$ cat src/hdl/isa_pkg.sv
package isa_pkg;

  // --------------------------------------------------------------------------
  // architectural sizes
  // --------------------------------------------------------------------------
  localparam int unsigned XLEN       = 32;
  // program counter width
  localparam int unsigned VLEN       = 32;
  localparam int unsigned REG_ADDR_W = 5;
  // x0..x31
  localparam int unsigned NR_REGS    = 32;

  typedef logic [XLEN-1:0]       xlen_t;
  typedef logic [REG_ADDR_W-1:0] reg_addr_t;

  // operations the decoder can hand to the issue stage
  // csrrwi is the zimm form of csrrw
  typedef enum logic [3:0] {
    NOP, ADD, SUB, AND, OR, MUL, LW, SW, BEQ, JAL, CSRRW, CSRRWI
  } fu_op_t;

endpackage

$ cat src/hdl/issue_pkg.sv
package issue_pkg;
  import isa_pkg::*;

  // scoreboard tag width
  localparam int unsigned TRANS_ID_W = 3;

  // --------------------------------------------------------------------------
  // functional units
  // --------------------------------------------------------------------------
  // none marks entries that need no unit at all
  typedef enum logic [2:0] {
    NONE, ALU, CTRL_FLOW, MULT, LOAD, STORE, CSR
  } fu_t;

  // --------------------------------------------------------------------------
  // decoded instruction from the scoreboard
  // --------------------------------------------------------------------------
  typedef struct packed {
    logic [VLEN-1:0]       pc;
    logic [TRANS_ID_W-1:0] trans_id;
    fu_t                   fu;
    fu_op_t                op;
    reg_addr_t             rs1;
    reg_addr_t             rs2;
    reg_addr_t             rd;
    // immediate value
    xlen_t                 result;
    logic                  use_imm;
    logic                  use_zimm;
    logic                  use_pc;
    logic                  is_compressed;
    // exception already raised upstream
    logic                  ex_valid;
  } issue_entry_t;

  // --------------------------------------------------------------------------
  // bundle handed to the execute stage
  // --------------------------------------------------------------------------
  typedef struct packed {
    fu_t                   fu;
    fu_op_t                op;
    xlen_t                 operand_a;
    xlen_t                 operand_b;
    xlen_t                 imm;
    logic [TRANS_ID_W-1:0] trans_id;
  } fu_data_t;

endpackage

$ cat src/hdl/issue_if.sv
// two combinational read ports into the integer regfile
interface rf_read_if
  import isa_pkg::*;
();
  reg_addr_t raddr_a;
  reg_addr_t raddr_b;
  xlen_t     rdata_a;
  xlen_t     rdata_b;

  // operand logic asks, regfile answers in the same cycle
  modport client (output raddr_a, output raddr_b, input rdata_a, input rdata_b);
  modport server (input raddr_a, input raddr_b, output rdata_a, output rdata_b);
endinterface

// issue decision and unregistered operands towards the ID/EX register
interface opnd_if
  import isa_pkg::*;
  import issue_pkg::*;
();
  logic            fire;
  logic            ack;
  fu_data_t        data_n;
  logic [VLEN-1:0] pc;
  logic            is_compressed;
  fu_t             fu;
  // multiply valid currently held in the dispatch register
  logic            mult_pending;

  modport producer (
    output fire, output ack, output data_n, output pc, output is_compressed,
    output fu, input mult_pending
  );
  modport consumer (
    input fire, input ack, input data_n, input pc, input is_compressed,
    input fu, output mult_pending
  );
endinterface

$ cat src/hdl/int_regfile.sv
module int_regfile
  import isa_pkg::*;
#(
  parameter int unsigned NR_COMMIT_PORTS = 2
) (
  input  logic                             clk_i,
  input  logic                             rst_ni,
  input  reg_addr_t [NR_COMMIT_PORTS-1:0]  waddr_i,
  input  xlen_t     [NR_COMMIT_PORTS-1:0]  wdata_i,
  input  logic      [NR_COMMIT_PORTS-1:0]  we_i,
  rf_read_if.server                        rd
);

  // x1..x31 only, x0 has no storage
  xlen_t regs_q [1:NR_REGS-1];

  // --------------------------------------------------------------------------
  // commit writes
  // --------------------------------------------------------------------------
  // ports walked low to high, so the last nonblocking write wins
  // and the higher commit port takes the register on a collision
  always_ff @(posedge clk_i or negedge rst_ni) begin
    if (!rst_ni) begin
      for (int unsigned r = 1; r < NR_REGS; r++) begin
        regs_q[r] <= '0;
      end
    end else begin
      for (int unsigned k = 0; k < NR_COMMIT_PORTS; k++) begin
        // writes to x0 are dropped
        if (we_i[k] && (waddr_i[k] != '0)) begin
          regs_q[waddr_i[k]] <= wdata_i[k];
        end
      end
    end
  end

  // combinational reads, x0 hardwired to zero
  assign rd.rdata_a = (rd.raddr_a == '0) ? '0 : regs_q[rd.raddr_a];
  assign rd.rdata_b = (rd.raddr_b == '0) ? '0 : regs_q[rd.raddr_b];

  // highest commit port always lands, held in the file next cycle
  top_port_lands : assert property (@(posedge clk_i) disable iff (!rst_ni)
    (we_i[NR_COMMIT_PORTS-1] && (waddr_i[NR_COMMIT_PORTS-1] != '0))
    |=> (regs_q[$past(waddr_i[NR_COMMIT_PORTS-1])] == $past(wdata_i[NR_COMMIT_PORTS-1])))
    else $error("commit on the highest port was lost");

endmodule

$ cat src/hdl/issue_operands.sv
module issue_operands
  import isa_pkg::*;
  import issue_pkg::*;
#(
  parameter int unsigned NR_COMMIT_PORTS = 2
) (
  input  issue_entry_t                     issue_instr_i,
  input  logic                             issue_valid_i,
  // forwarded values from the scoreboard
  input  xlen_t                            rs1_i,
  input  xlen_t                            rs2_i,
  input  logic                             rs1_valid_i,
  input  logic                             rs2_valid_i,
  input  fu_t       [NR_REGS-1:0]          rd_clobber_i,
  input  logic                             alu_ready_i,
  input  logic                             lsu_ready_i,
  // commit ports, only for the waw bypass
  input  reg_addr_t [NR_COMMIT_PORTS-1:0]  waddr_i,
  input  logic      [NR_COMMIT_PORTS-1:0]  we_i,
  output reg_addr_t                        rs1_o,
  output reg_addr_t                        rs2_o,
  output logic                             issue_ack_o,
  output logic                             stall_issue_o,
  rf_read_if.client                        rf,
  opnd_if.producer                         op
);

  logic  stall;
  logic  fu_busy;
  logic  forward_rs1;
  logic  forward_rs2;
  logic  ack;
  xlen_t operand_a;
  xlen_t operand_b;

  // scoreboard lookup and regfile read use the same indices
  assign rs1_o      = issue_instr_i.rs1;
  assign rs2_o      = issue_instr_i.rs2;
  assign rf.raddr_a = issue_instr_i.rs1;
  assign rf.raddr_b = issue_instr_i.rs2;

  // --------------------------------------------------------------------------
  // unit readiness
  // --------------------------------------------------------------------------
  always_comb begin : unit_busy
    unique case (issue_instr_i.fu)
      // mult shares the fixed latency path with the alu
      ALU, CTRL_FLOW, MULT, CSR: fu_busy = ~alu_ready_i;
      LOAD, STORE:               fu_busy = ~lsu_ready_i;
      default:                   fu_busy = 1'b0;
    endcase
  end

  // --------------------------------------------------------------------------
  // source availability
  // --------------------------------------------------------------------------
  always_comb begin : source_check
    stall       = 1'b0;
    forward_rs1 = 1'b0;
    forward_rs2 = 1'b0;
    // zimm is an immediate, nothing to wait for on rs1
    if (!issue_instr_i.use_zimm && (rd_clobber_i[issue_instr_i.rs1] != NONE)) begin
      // csr results can only be picked up from the regfile
      if (rs1_valid_i && (rd_clobber_i[issue_instr_i.rs1] != CSR)) begin
        forward_rs1 = 1'b1;
      end else begin
        stall = 1'b1;
      end
    end
    if (rd_clobber_i[issue_instr_i.rs2] != NONE) begin
      if (rs2_valid_i && (rd_clobber_i[issue_instr_i.rs2] != CSR)) begin
        forward_rs2 = 1'b1;
      end else begin
        stall = 1'b1;
      end
    end
  end

  // --------------------------------------------------------------------------
  // issue decision
  // --------------------------------------------------------------------------
  always_comb begin : issue_decision
    ack = 1'b0;
    if (issue_valid_i) begin
      if (!stall && !fu_busy) begin
        // waw check, rd free or retired by commit in this cycle
        if (rd_clobber_i[issue_instr_i.rd] == NONE) begin
          ack = 1'b1;
        end
        for (int unsigned k = 0; k < NR_COMMIT_PORTS; k++) begin
          if (we_i[k] && (waddr_i[k] == issue_instr_i.rd)) begin
            ack = 1'b1;
          end
        end
      end
      // exceptions and unit-less entries just pass through
      if (issue_instr_i.ex_valid) begin
        ack = 1'b1;
      end
      if (issue_instr_i.fu == NONE) begin
        ack = 1'b1;
      end
    end
    // pending multiply owns the shared result bus next cycle
    if (op.mult_pending && (issue_instr_i.fu inside {ALU, CTRL_FLOW, CSR})) begin
      ack = 1'b0;
    end
  end

  // --------------------------------------------------------------------------
  // operand select
  // --------------------------------------------------------------------------
  always_comb begin : operand_select
    operand_a = rf.rdata_a;
    operand_b = rf.rdata_b;
    if (forward_rs1) begin
      operand_a = rs1_i;
    end
    if (forward_rs2) begin
      operand_b = rs2_i;
    end
    if (issue_instr_i.use_pc) begin
      operand_a = xlen_t'(issue_instr_i.pc);
    end
    // zimm sits in the rs1 field, zero extended
    if (issue_instr_i.use_zimm) begin
      operand_a = xlen_t'(issue_instr_i.rs1);
    end
    // store and branch keep rs2 in b, their immediate travels in imm
    if (issue_instr_i.use_imm && (issue_instr_i.fu != STORE) &&
        (issue_instr_i.fu != CTRL_FLOW)) begin
      operand_b = issue_instr_i.result;
    end
  end

  always_comb begin : bundle_out
    op.data_n.fu        = issue_instr_i.fu;
    op.data_n.op        = issue_instr_i.op;
    op.data_n.operand_a = operand_a;
    op.data_n.operand_b = operand_b;
    op.data_n.imm       = issue_instr_i.result;
    op.data_n.trans_id  = issue_instr_i.trans_id;
  end

  assign op.pc            = issue_instr_i.pc;
  assign op.is_compressed = issue_instr_i.is_compressed;
  assign op.fu            = issue_instr_i.fu;
  assign op.ack           = ack;
  // only real work reaches a unit
  assign op.fire          = issue_valid_i && ack && !issue_instr_i.ex_valid;
  assign issue_ack_o      = ack;
  assign stall_issue_o    = stall;

endmodule

$ cat src/hdl/fu_dispatch.sv
module fu_dispatch
  import issue_pkg::*;
  import isa_pkg::*;
(
  input  logic     clk_i,
  input  logic     rst_ni,
  input  logic     flush_i,
  opnd_if.consumer op,
  output fu_data_t fu_data_o,
  output xlen_t    pc_o,
  output logic     is_compressed_o,
  output logic     alu_valid_o,
  output logic     branch_valid_o,
  output logic     mult_valid_o,
  output logic     lsu_valid_o,
  output logic     csr_valid_o
);

  logic alu_d;
  logic branch_d;
  logic mult_d;
  logic lsu_d;
  logic csr_d;

  // --------------------------------------------------------------------------
  // ID/EX register
  // --------------------------------------------------------------------------
  // loaded every cycle, the unit valids qualify it
  always_ff @(posedge clk_i or negedge rst_ni) begin
    if (!rst_ni) begin
      fu_data_o       <= '{fu: NONE, op: NOP, operand_a: '0, operand_b: '0,
                           imm: '0, trans_id: '0};
      pc_o            <= '0;
      is_compressed_o <= 1'b0;
    end else begin
      fu_data_o       <= op.data_n;
      pc_o            <= xlen_t'(op.pc);
      is_compressed_o <= op.is_compressed;
    end
  end

  // unit select, one valid per fired entry
  always_comb begin : unit_decode
    alu_d    = 1'b0;
    branch_d = 1'b0;
    mult_d   = 1'b0;
    lsu_d    = 1'b0;
    csr_d    = 1'b0;
    // flush kills the pulse, the register content is don't care
    if (op.fire && !flush_i) begin
      unique case (op.fu)
        ALU:         alu_d    = 1'b1;
        CTRL_FLOW:   branch_d = 1'b1;
        MULT:        mult_d   = 1'b1;
        LOAD, STORE: lsu_d    = 1'b1;
        CSR:         csr_d    = 1'b1;
        default:     ;
      endcase
    end
  end

  always_ff @(posedge clk_i or negedge rst_ni) begin
    if (!rst_ni) begin
      alu_valid_o    <= 1'b0;
      branch_valid_o <= 1'b0;
      mult_valid_o   <= 1'b0;
      lsu_valid_o    <= 1'b0;
      csr_valid_o    <= 1'b0;
    end else begin
      alu_valid_o    <= alu_d;
      branch_valid_o <= branch_d;
      mult_valid_o   <= mult_d;
      lsu_valid_o    <= lsu_d;
      csr_valid_o    <= csr_d;
    end
  end

  // back to the issue logic for the contention rule
  assign op.mult_pending = mult_valid_o;

  one_unit_valid : assert property (@(posedge clk_i) disable iff (!rst_ni)
    $onehot0({alu_valid_o, branch_valid_o, mult_valid_o, lsu_valid_o, csr_valid_o}))
    else $error("more than one unit valid");

  // no alu-path entry may be accepted behind a multiply in flight
  mult_blocks_alu : assert property (@(posedge clk_i) disable iff (!rst_ni)
    (op.mult_pending && (op.fu inside {ALU, CTRL_FLOW, CSR})) |-> !op.ack)
    else $error("entry acknowledged against pending multiply");

endmodule

$ cat src/hdl/issue_read_operands.sv
module issue_read_operands
  import isa_pkg::*;
  import issue_pkg::*;
#(
  parameter int unsigned NR_COMMIT_PORTS = 2
) (
  input  logic                             clk_i,
  input  logic                             rst_ni,
  input  logic                             flush_i,
  // decoded entry
  input  issue_entry_t                     issue_instr_i,
  input  logic                             issue_valid_i,
  output logic                             issue_ack_o,
  output logic                             stall_issue_o,
  // scoreboard lookup and forwarding
  output reg_addr_t                        rs1_o,
  output reg_addr_t                        rs2_o,
  input  xlen_t                            rs1_i,
  input  xlen_t                            rs2_i,
  input  logic                             rs1_valid_i,
  input  logic                             rs2_valid_i,
  input  fu_t       [NR_REGS-1:0]          rd_clobber_i,
  // execute stage
  input  logic                             alu_ready_i,
  input  logic                             lsu_ready_i,
  output fu_data_t                         fu_data_o,
  output xlen_t                            pc_o,
  output logic                             is_compressed_o,
  output logic                             alu_valid_o,
  output logic                             branch_valid_o,
  output logic                             mult_valid_o,
  output logic                             lsu_valid_o,
  output logic                             csr_valid_o,
  // commit ports
  input  reg_addr_t [NR_COMMIT_PORTS-1:0]  waddr_i,
  input  xlen_t     [NR_COMMIT_PORTS-1:0]  wdata_i,
  input  logic      [NR_COMMIT_PORTS-1:0]  we_i
);

  rf_read_if rf_bus ();
  opnd_if    opnd_bus ();

  // architectural state, written by commit
  int_regfile #(
    .NR_COMMIT_PORTS(NR_COMMIT_PORTS)
  ) u_int_regfile (
    .clk_i  (clk_i),
    .rst_ni (rst_ni),
    .waddr_i(waddr_i),
    .wdata_i(wdata_i),
    .we_i   (we_i),
    .rd     (rf_bus.server)
  );

  // hazard checks and operand mux
  issue_operands #(
    .NR_COMMIT_PORTS(NR_COMMIT_PORTS)
  ) u_issue_operands (
    .issue_instr_i(issue_instr_i),
    .issue_valid_i(issue_valid_i),
    .rs1_i        (rs1_i),
    .rs2_i        (rs2_i),
    .rs1_valid_i  (rs1_valid_i),
    .rs2_valid_i  (rs2_valid_i),
    .rd_clobber_i (rd_clobber_i),
    .alu_ready_i  (alu_ready_i),
    .lsu_ready_i  (lsu_ready_i),
    .waddr_i      (waddr_i),
    .we_i         (we_i),
    .rs1_o        (rs1_o),
    .rs2_o        (rs2_o),
    .issue_ack_o  (issue_ack_o),
    .stall_issue_o(stall_issue_o),
    .rf           (rf_bus.client),
    .op           (opnd_bus.producer)
  );

  // ID/EX register and unit valids
  fu_dispatch u_fu_dispatch (
    .clk_i          (clk_i),
    .rst_ni         (rst_ni),
    .flush_i        (flush_i),
    .op             (opnd_bus.consumer),
    .fu_data_o      (fu_data_o),
    .pc_o           (pc_o),
    .is_compressed_o(is_compressed_o),
    .alu_valid_o    (alu_valid_o),
    .branch_valid_o (branch_valid_o),
    .mult_valid_o   (mult_valid_o),
    .lsu_valid_o    (lsu_valid_o),
    .csr_valid_o    (csr_valid_o)
  );

endmodule

$ cat config.mk
export PLATFORM = sky130hd
export DESIGN_NAME = issue_read_operands
export DESIGN_NICKNAME = d
export VERILOG_FILES = /design/src/hdl/isa_pkg.sv /design/src/hdl/issue_pkg.sv /design/src/hdl/issue_if.sv /design/src/hdl/int_regfile.sv /design/src/hdl/issue_operands.sv /design/src/hdl/fu_dispatch.sv /design/src/hdl/issue_read_operands.sv
export SDC_FILE = /design/constraint.sdc
export NUM_CORES = 2
export LEC_CHECK = 0
export BUFFER_PORTS_ARGS = -buffer_cell sky130_fd_sc_hd__buf_4
export CAP_MARGIN = 0
export CORE_MARGIN = 4
export CORE_UTILIZATION = 63
export CTS_BUF_LIST = sky130_fd_sc_hd__clkbuf_8
export DETAILED_ROUTE_END_ITERATION = 8
export GPL_TIMING_DRIVEN = 0
export PLACE_DENSITY = 0.93
export REMOVE_ABC_BUFFERS = 1
export SYNTH_ARGS = -nofsm -noshare
export SYNTH_HDL_FRONTEND = slang
export SYNTH_HIERARCHICAL = 1
export SYNTH_SLANG_ARGS = --single-unit
$ cat constraint.sdc
create_clock -name clk_i -period 3.9 [get_ports clk_i]
set_clock_uncertainty 0.1 [all_clocks]
set_input_delay 0.39 -clock clk_i [delete_from_list [all_inputs] [get_ports clk_i]]
set_output_delay 0.39 -clock clk_i [all_outputs]
set_load 0.02 [all_outputs]
==> flow_metrics.tcl, run 1 <==
set metrics [dict create \
    netlist_area_um2 70400 \
    postSynthAreaPerCell_um2 10.6 \
    yosysWarnings 6 \
    cts_htree_levels 4 \
    synth_cells 6631 \
    stop_stage "5_1_grt" \
    start_util_pct 63.5 \
    die_h_um 342 \
    clock_path_buffers 3 \
    routabilityCongestion 0.889 \
    rows 122 \
    stop_error "[ERROR GRT-0232] Routing congestion too high. Check the congestion heatmap in the GUI." \
    outcome "stopped before the end" \
    pre_cts_ws_ns -1.41 \
    cts_sinks 1136 \
    grt_overflow 10 \
    gr-usage-all-layers_pct 69.5 \
    port_buffers 493 \
    hpwl_mm 177 \
    die_w_um 342 \
    cts_buffers 189 \
    grt_max_degree 174 \
    ios 494 \
    root_buffer "clkbuf_8" \
]
-- metrics by stage --
step / cell area (µm²) / std cells / utilization [%]
global placement: 71900 / 7768 / 64.9
detailed placement: 75800 / 7928 / 68.4
floorplan: 66400 / 5787 / -
CTS: 82800 / 8547 / 74.7
-- repair_timing --
action / in CTS
cloned: 4
pin swaps: 0
endpoints found under the setup margin: 35
resized for setup: 6
setup buffers: 1
hold endpoints to repair: 1307
hold buffers: 272
-- layer usage --
layer / GRT overflow / track usage (%)
met1: 2 / 67.7
met2: 5 / 80.1
met3: 0 / 65.8
met4: 1 / 62.5
met5: 2 / 45.8
==> inputs of run 2 (changes only) <==
--- a/config.mk
+++ b/config.mk
@@ -8,11 +8,10 @@
 export BUFFER_PORTS_ARGS = -buffer_cell sky130_fd_sc_hd__buf_4
 export CAP_MARGIN = 0
 export CORE_MARGIN = 4
-export CORE_UTILIZATION = 63
-export CTS_BUF_LIST = sky130_fd_sc_hd__clkbuf_8
+export CORE_UTILIZATION = 40
 export DETAILED_ROUTE_END_ITERATION = 8
 export GPL_TIMING_DRIVEN = 0
-export PLACE_DENSITY = 0.93
+export PLACE_DENSITY_LB_ADDON = 0.15
 export REMOVE_ABC_BUFFERS = 1
 export SYNTH_ARGS = -nofsm -noshare
 export SYNTH_HDL_FRONTEND = slang
==> run 2 against run 1 <==
Effect of this change: the run now ends clean; area after synthesis stayed put; synthesized cell count stayed put.
==> flow_metrics.tcl, run 2 <==
set metrics [dict create \
    path_class "input pin to output port" \
    avgViaCountPerCell 6.26 \
    hpwl_mm 188 \
    largest_reg_flops 992 \
    die_h_um 428 \
    num_vias 58200 \
    p_int_uw 28600 \
    fmax_mhz 260 \
    r2r_slack_ns 1.44 \
    synth_cells 6631 \
    maxSlewViolCount 0 \
    top_regs "u_int_regfile/regs_q (992), u_fu_dispatch/fu_data_o (106), u_fu_dispatch/pc_o (32)" \
    cp-end-kind "output port" \
    finalHoldViolCount 0 \
    clock_path_buffers 3 \
    grt_max_degree 163 \
    drt_wl_total_mm 293 \
    pre_cts_ws_ns -1.25 \
    power_frac_comb_pct 25.6 \
    cts_sinks 1136 \
    port_buffers 493 \
    layout_commonest_cell "mux2i_1" \
    final_util_pct 48.7 \
    crit_top_cell "buf_16" \
    rsz0062_at_grt "no" \
    critPathSlowestCell "mux4_2" \
    fin_ws_ns 0.0608 \
    postSynthAreaPerCell_um2 10.6 \
    cts_htree_levels 4 \
    cts_tree "yes" \
    tightest_slew_ns 1.41 \
    max-slew-margin-rel_pct 5.75 \
    required_ns 3.41 \
    worst_setup_path_start_kind "input pin" \
    sw_frac_of_total_pct 31.0 \
    pwr-share-seq_pct 40.7 \
    startpoint "issue_instr_i[43]" \
    reg2reg_depth 6 \
    ios 494 \
    gr-usage-all-layers_pct 31.5 \
    first_iter_violations 7474 \
    antenna_found_initial 13 \
    rows 153 \
    r2r-start "u_int_regfile/regs_q[585]" \
    regMostFlops "u_int_regfile/regs_q" \
    num-nets-final 7196 \
    cts_buffers 145 \
    critical_path.max_stage_delay_ns 0.60 \
    root_buffer "clkbuf_16" \
    netlist_area_um2 70400 \
    routabilityCongestion 0.840 \
    firstDrtPassIters 6 \
    grt_pass1_wl_mm 418 \
    areaGrowthSynthToFinish_pct 20.5 \
    min_path_type "input pin to async pin" \
    grt_overflow 0 \
    wl_per_cell_um 31.4 \
    dieArea_um2 183000 \
    period_needed_ns 3.84 \
    crit_arrival_ns 3.35 \
    cp_max_fo 59 \
    p_sw_uw 12900 \
    cap_violations 0 \
    leakage_uw 0.0371 \
    final_cell_mix "mux2i_1 (1140), dfrtp_1 (1136), nand2_1 (626)" \
    ant_nets 0 \
    drc 0 \
    power_density_nw_per_um2 488 \
    drive_gt1_share_pct 22.7 \
    ir_drop_mv 0.463 \
    clkPwrFrac_pct 33.7 \
    fin_crit_sh_pct 98.4 \
    start_util_pct 40.4 \
    clkLatencyLatePin_ns 0.80 \
    outcome "finished clean" \
    die_w_um 428 \
    yosysWarnings 6 \
    r2r_end "u_fu_dispatch/fu_data_o[76]" \
    crit_chain "buf_16 > buf_16 > mux4_2 > mux2_2 > a211oi_2 > a31oi_1 > o21a_1 > or2_2 > buf_4" \
    clkTransAtPathRegs_ns 0.05 \
    grt_pass1_vias 56800 \
    core_um2 174000 \
    setup_violations 0 \
]
run 2: cell type report:
cell class	count	area (µm²)
Multi-Input combinational cell	4643	38400
Timing Repair Buffer	924	10200
Fill cell	15600	89600
Sequential cell	1136	28400
Antenna cell	5	12.5
Clock inverter	53	569
Tap cell	2325	2910
Clock buffer	213	4320
Inverter	8	37.5
run 2: critical path: cells and delay by family:
family / cells / cell delay [ns]
simple gates: 1 / 0.29
compound gates: 3 / 0.80
buf+inv: 3 / 0.80
mux: 2 / 0.91
run 2: worst max path at each step:
stage | to | slack, ns
4_1_cts | stall_issue_o | 0.007
6_report | stall_issue_o | 0.06
2_1_floorplan | u_int_regfile/regs_q[32] | -0.82
3_5_place_dp | u_fu_dispatch/fu_data_o[70] | -1.25
5_1_grt | stall_issue_o | 0.04
3_3_place_gp | u_int_regfile/regs_q[550] | -12.71
run 2: power groups by stage:
stage | logic, µW | registers, µW | clock network [µW]
3_3_place_gp | 9890 | 16800 | 0
2_1_floorplan | 6530 | 16400 | 0
3_5_place_dp | 10200 | 16900 | 0
5_1_grt | 11500 | 17200 | 14700
6_report | 10600 | 16900 | 14000
4_1_cts | 10500 | 16700 | 14200
run 2: timing repair:
action,in CTS,in global routing
gates cloned,1,0
hold buffers,235,0
hold endpoints to repair,1415,0
endpoints found under the setup margin,19,6
setup buffers,2,0
pin swaps,2,0
gates resized for setup,3,5
run 2: metal layers:
layer	part of all wire [%]	up-vias	GRT usage, %
li1	-	24700	-
met1	39	29600	41.6
met2	47	3182	50.7
met3	8.4	744	5.25
met4	5.4	2	14.6
met5	0.0044	-	0
run 2: per-stage QoR:
| stage | total power [µW] | instances | instance area, µm² | hold slack, ns | TNS, ns |
|---|---|---|---|---|---|
| after floorplan | 22900 | 5787 | 66400 | -0.00559 | -51.80 |
| after global placement | 26700 | 8605 | 73000 | 0.399 | - |
| after detailed placement | 27200 | 8798 | 77500 | 0.207 | -43.52 |
| after CTS | 41500 | 9302 | 84800 | 0.0153 | 0 |
| after global routing | 43300 | 9302 | 84800 | 0.0615 | 0 |
| final | 41400 | 9307 | 84800 | 0.0235 | 0 |
Note: power is estimated with default switching activity, not from simulation.
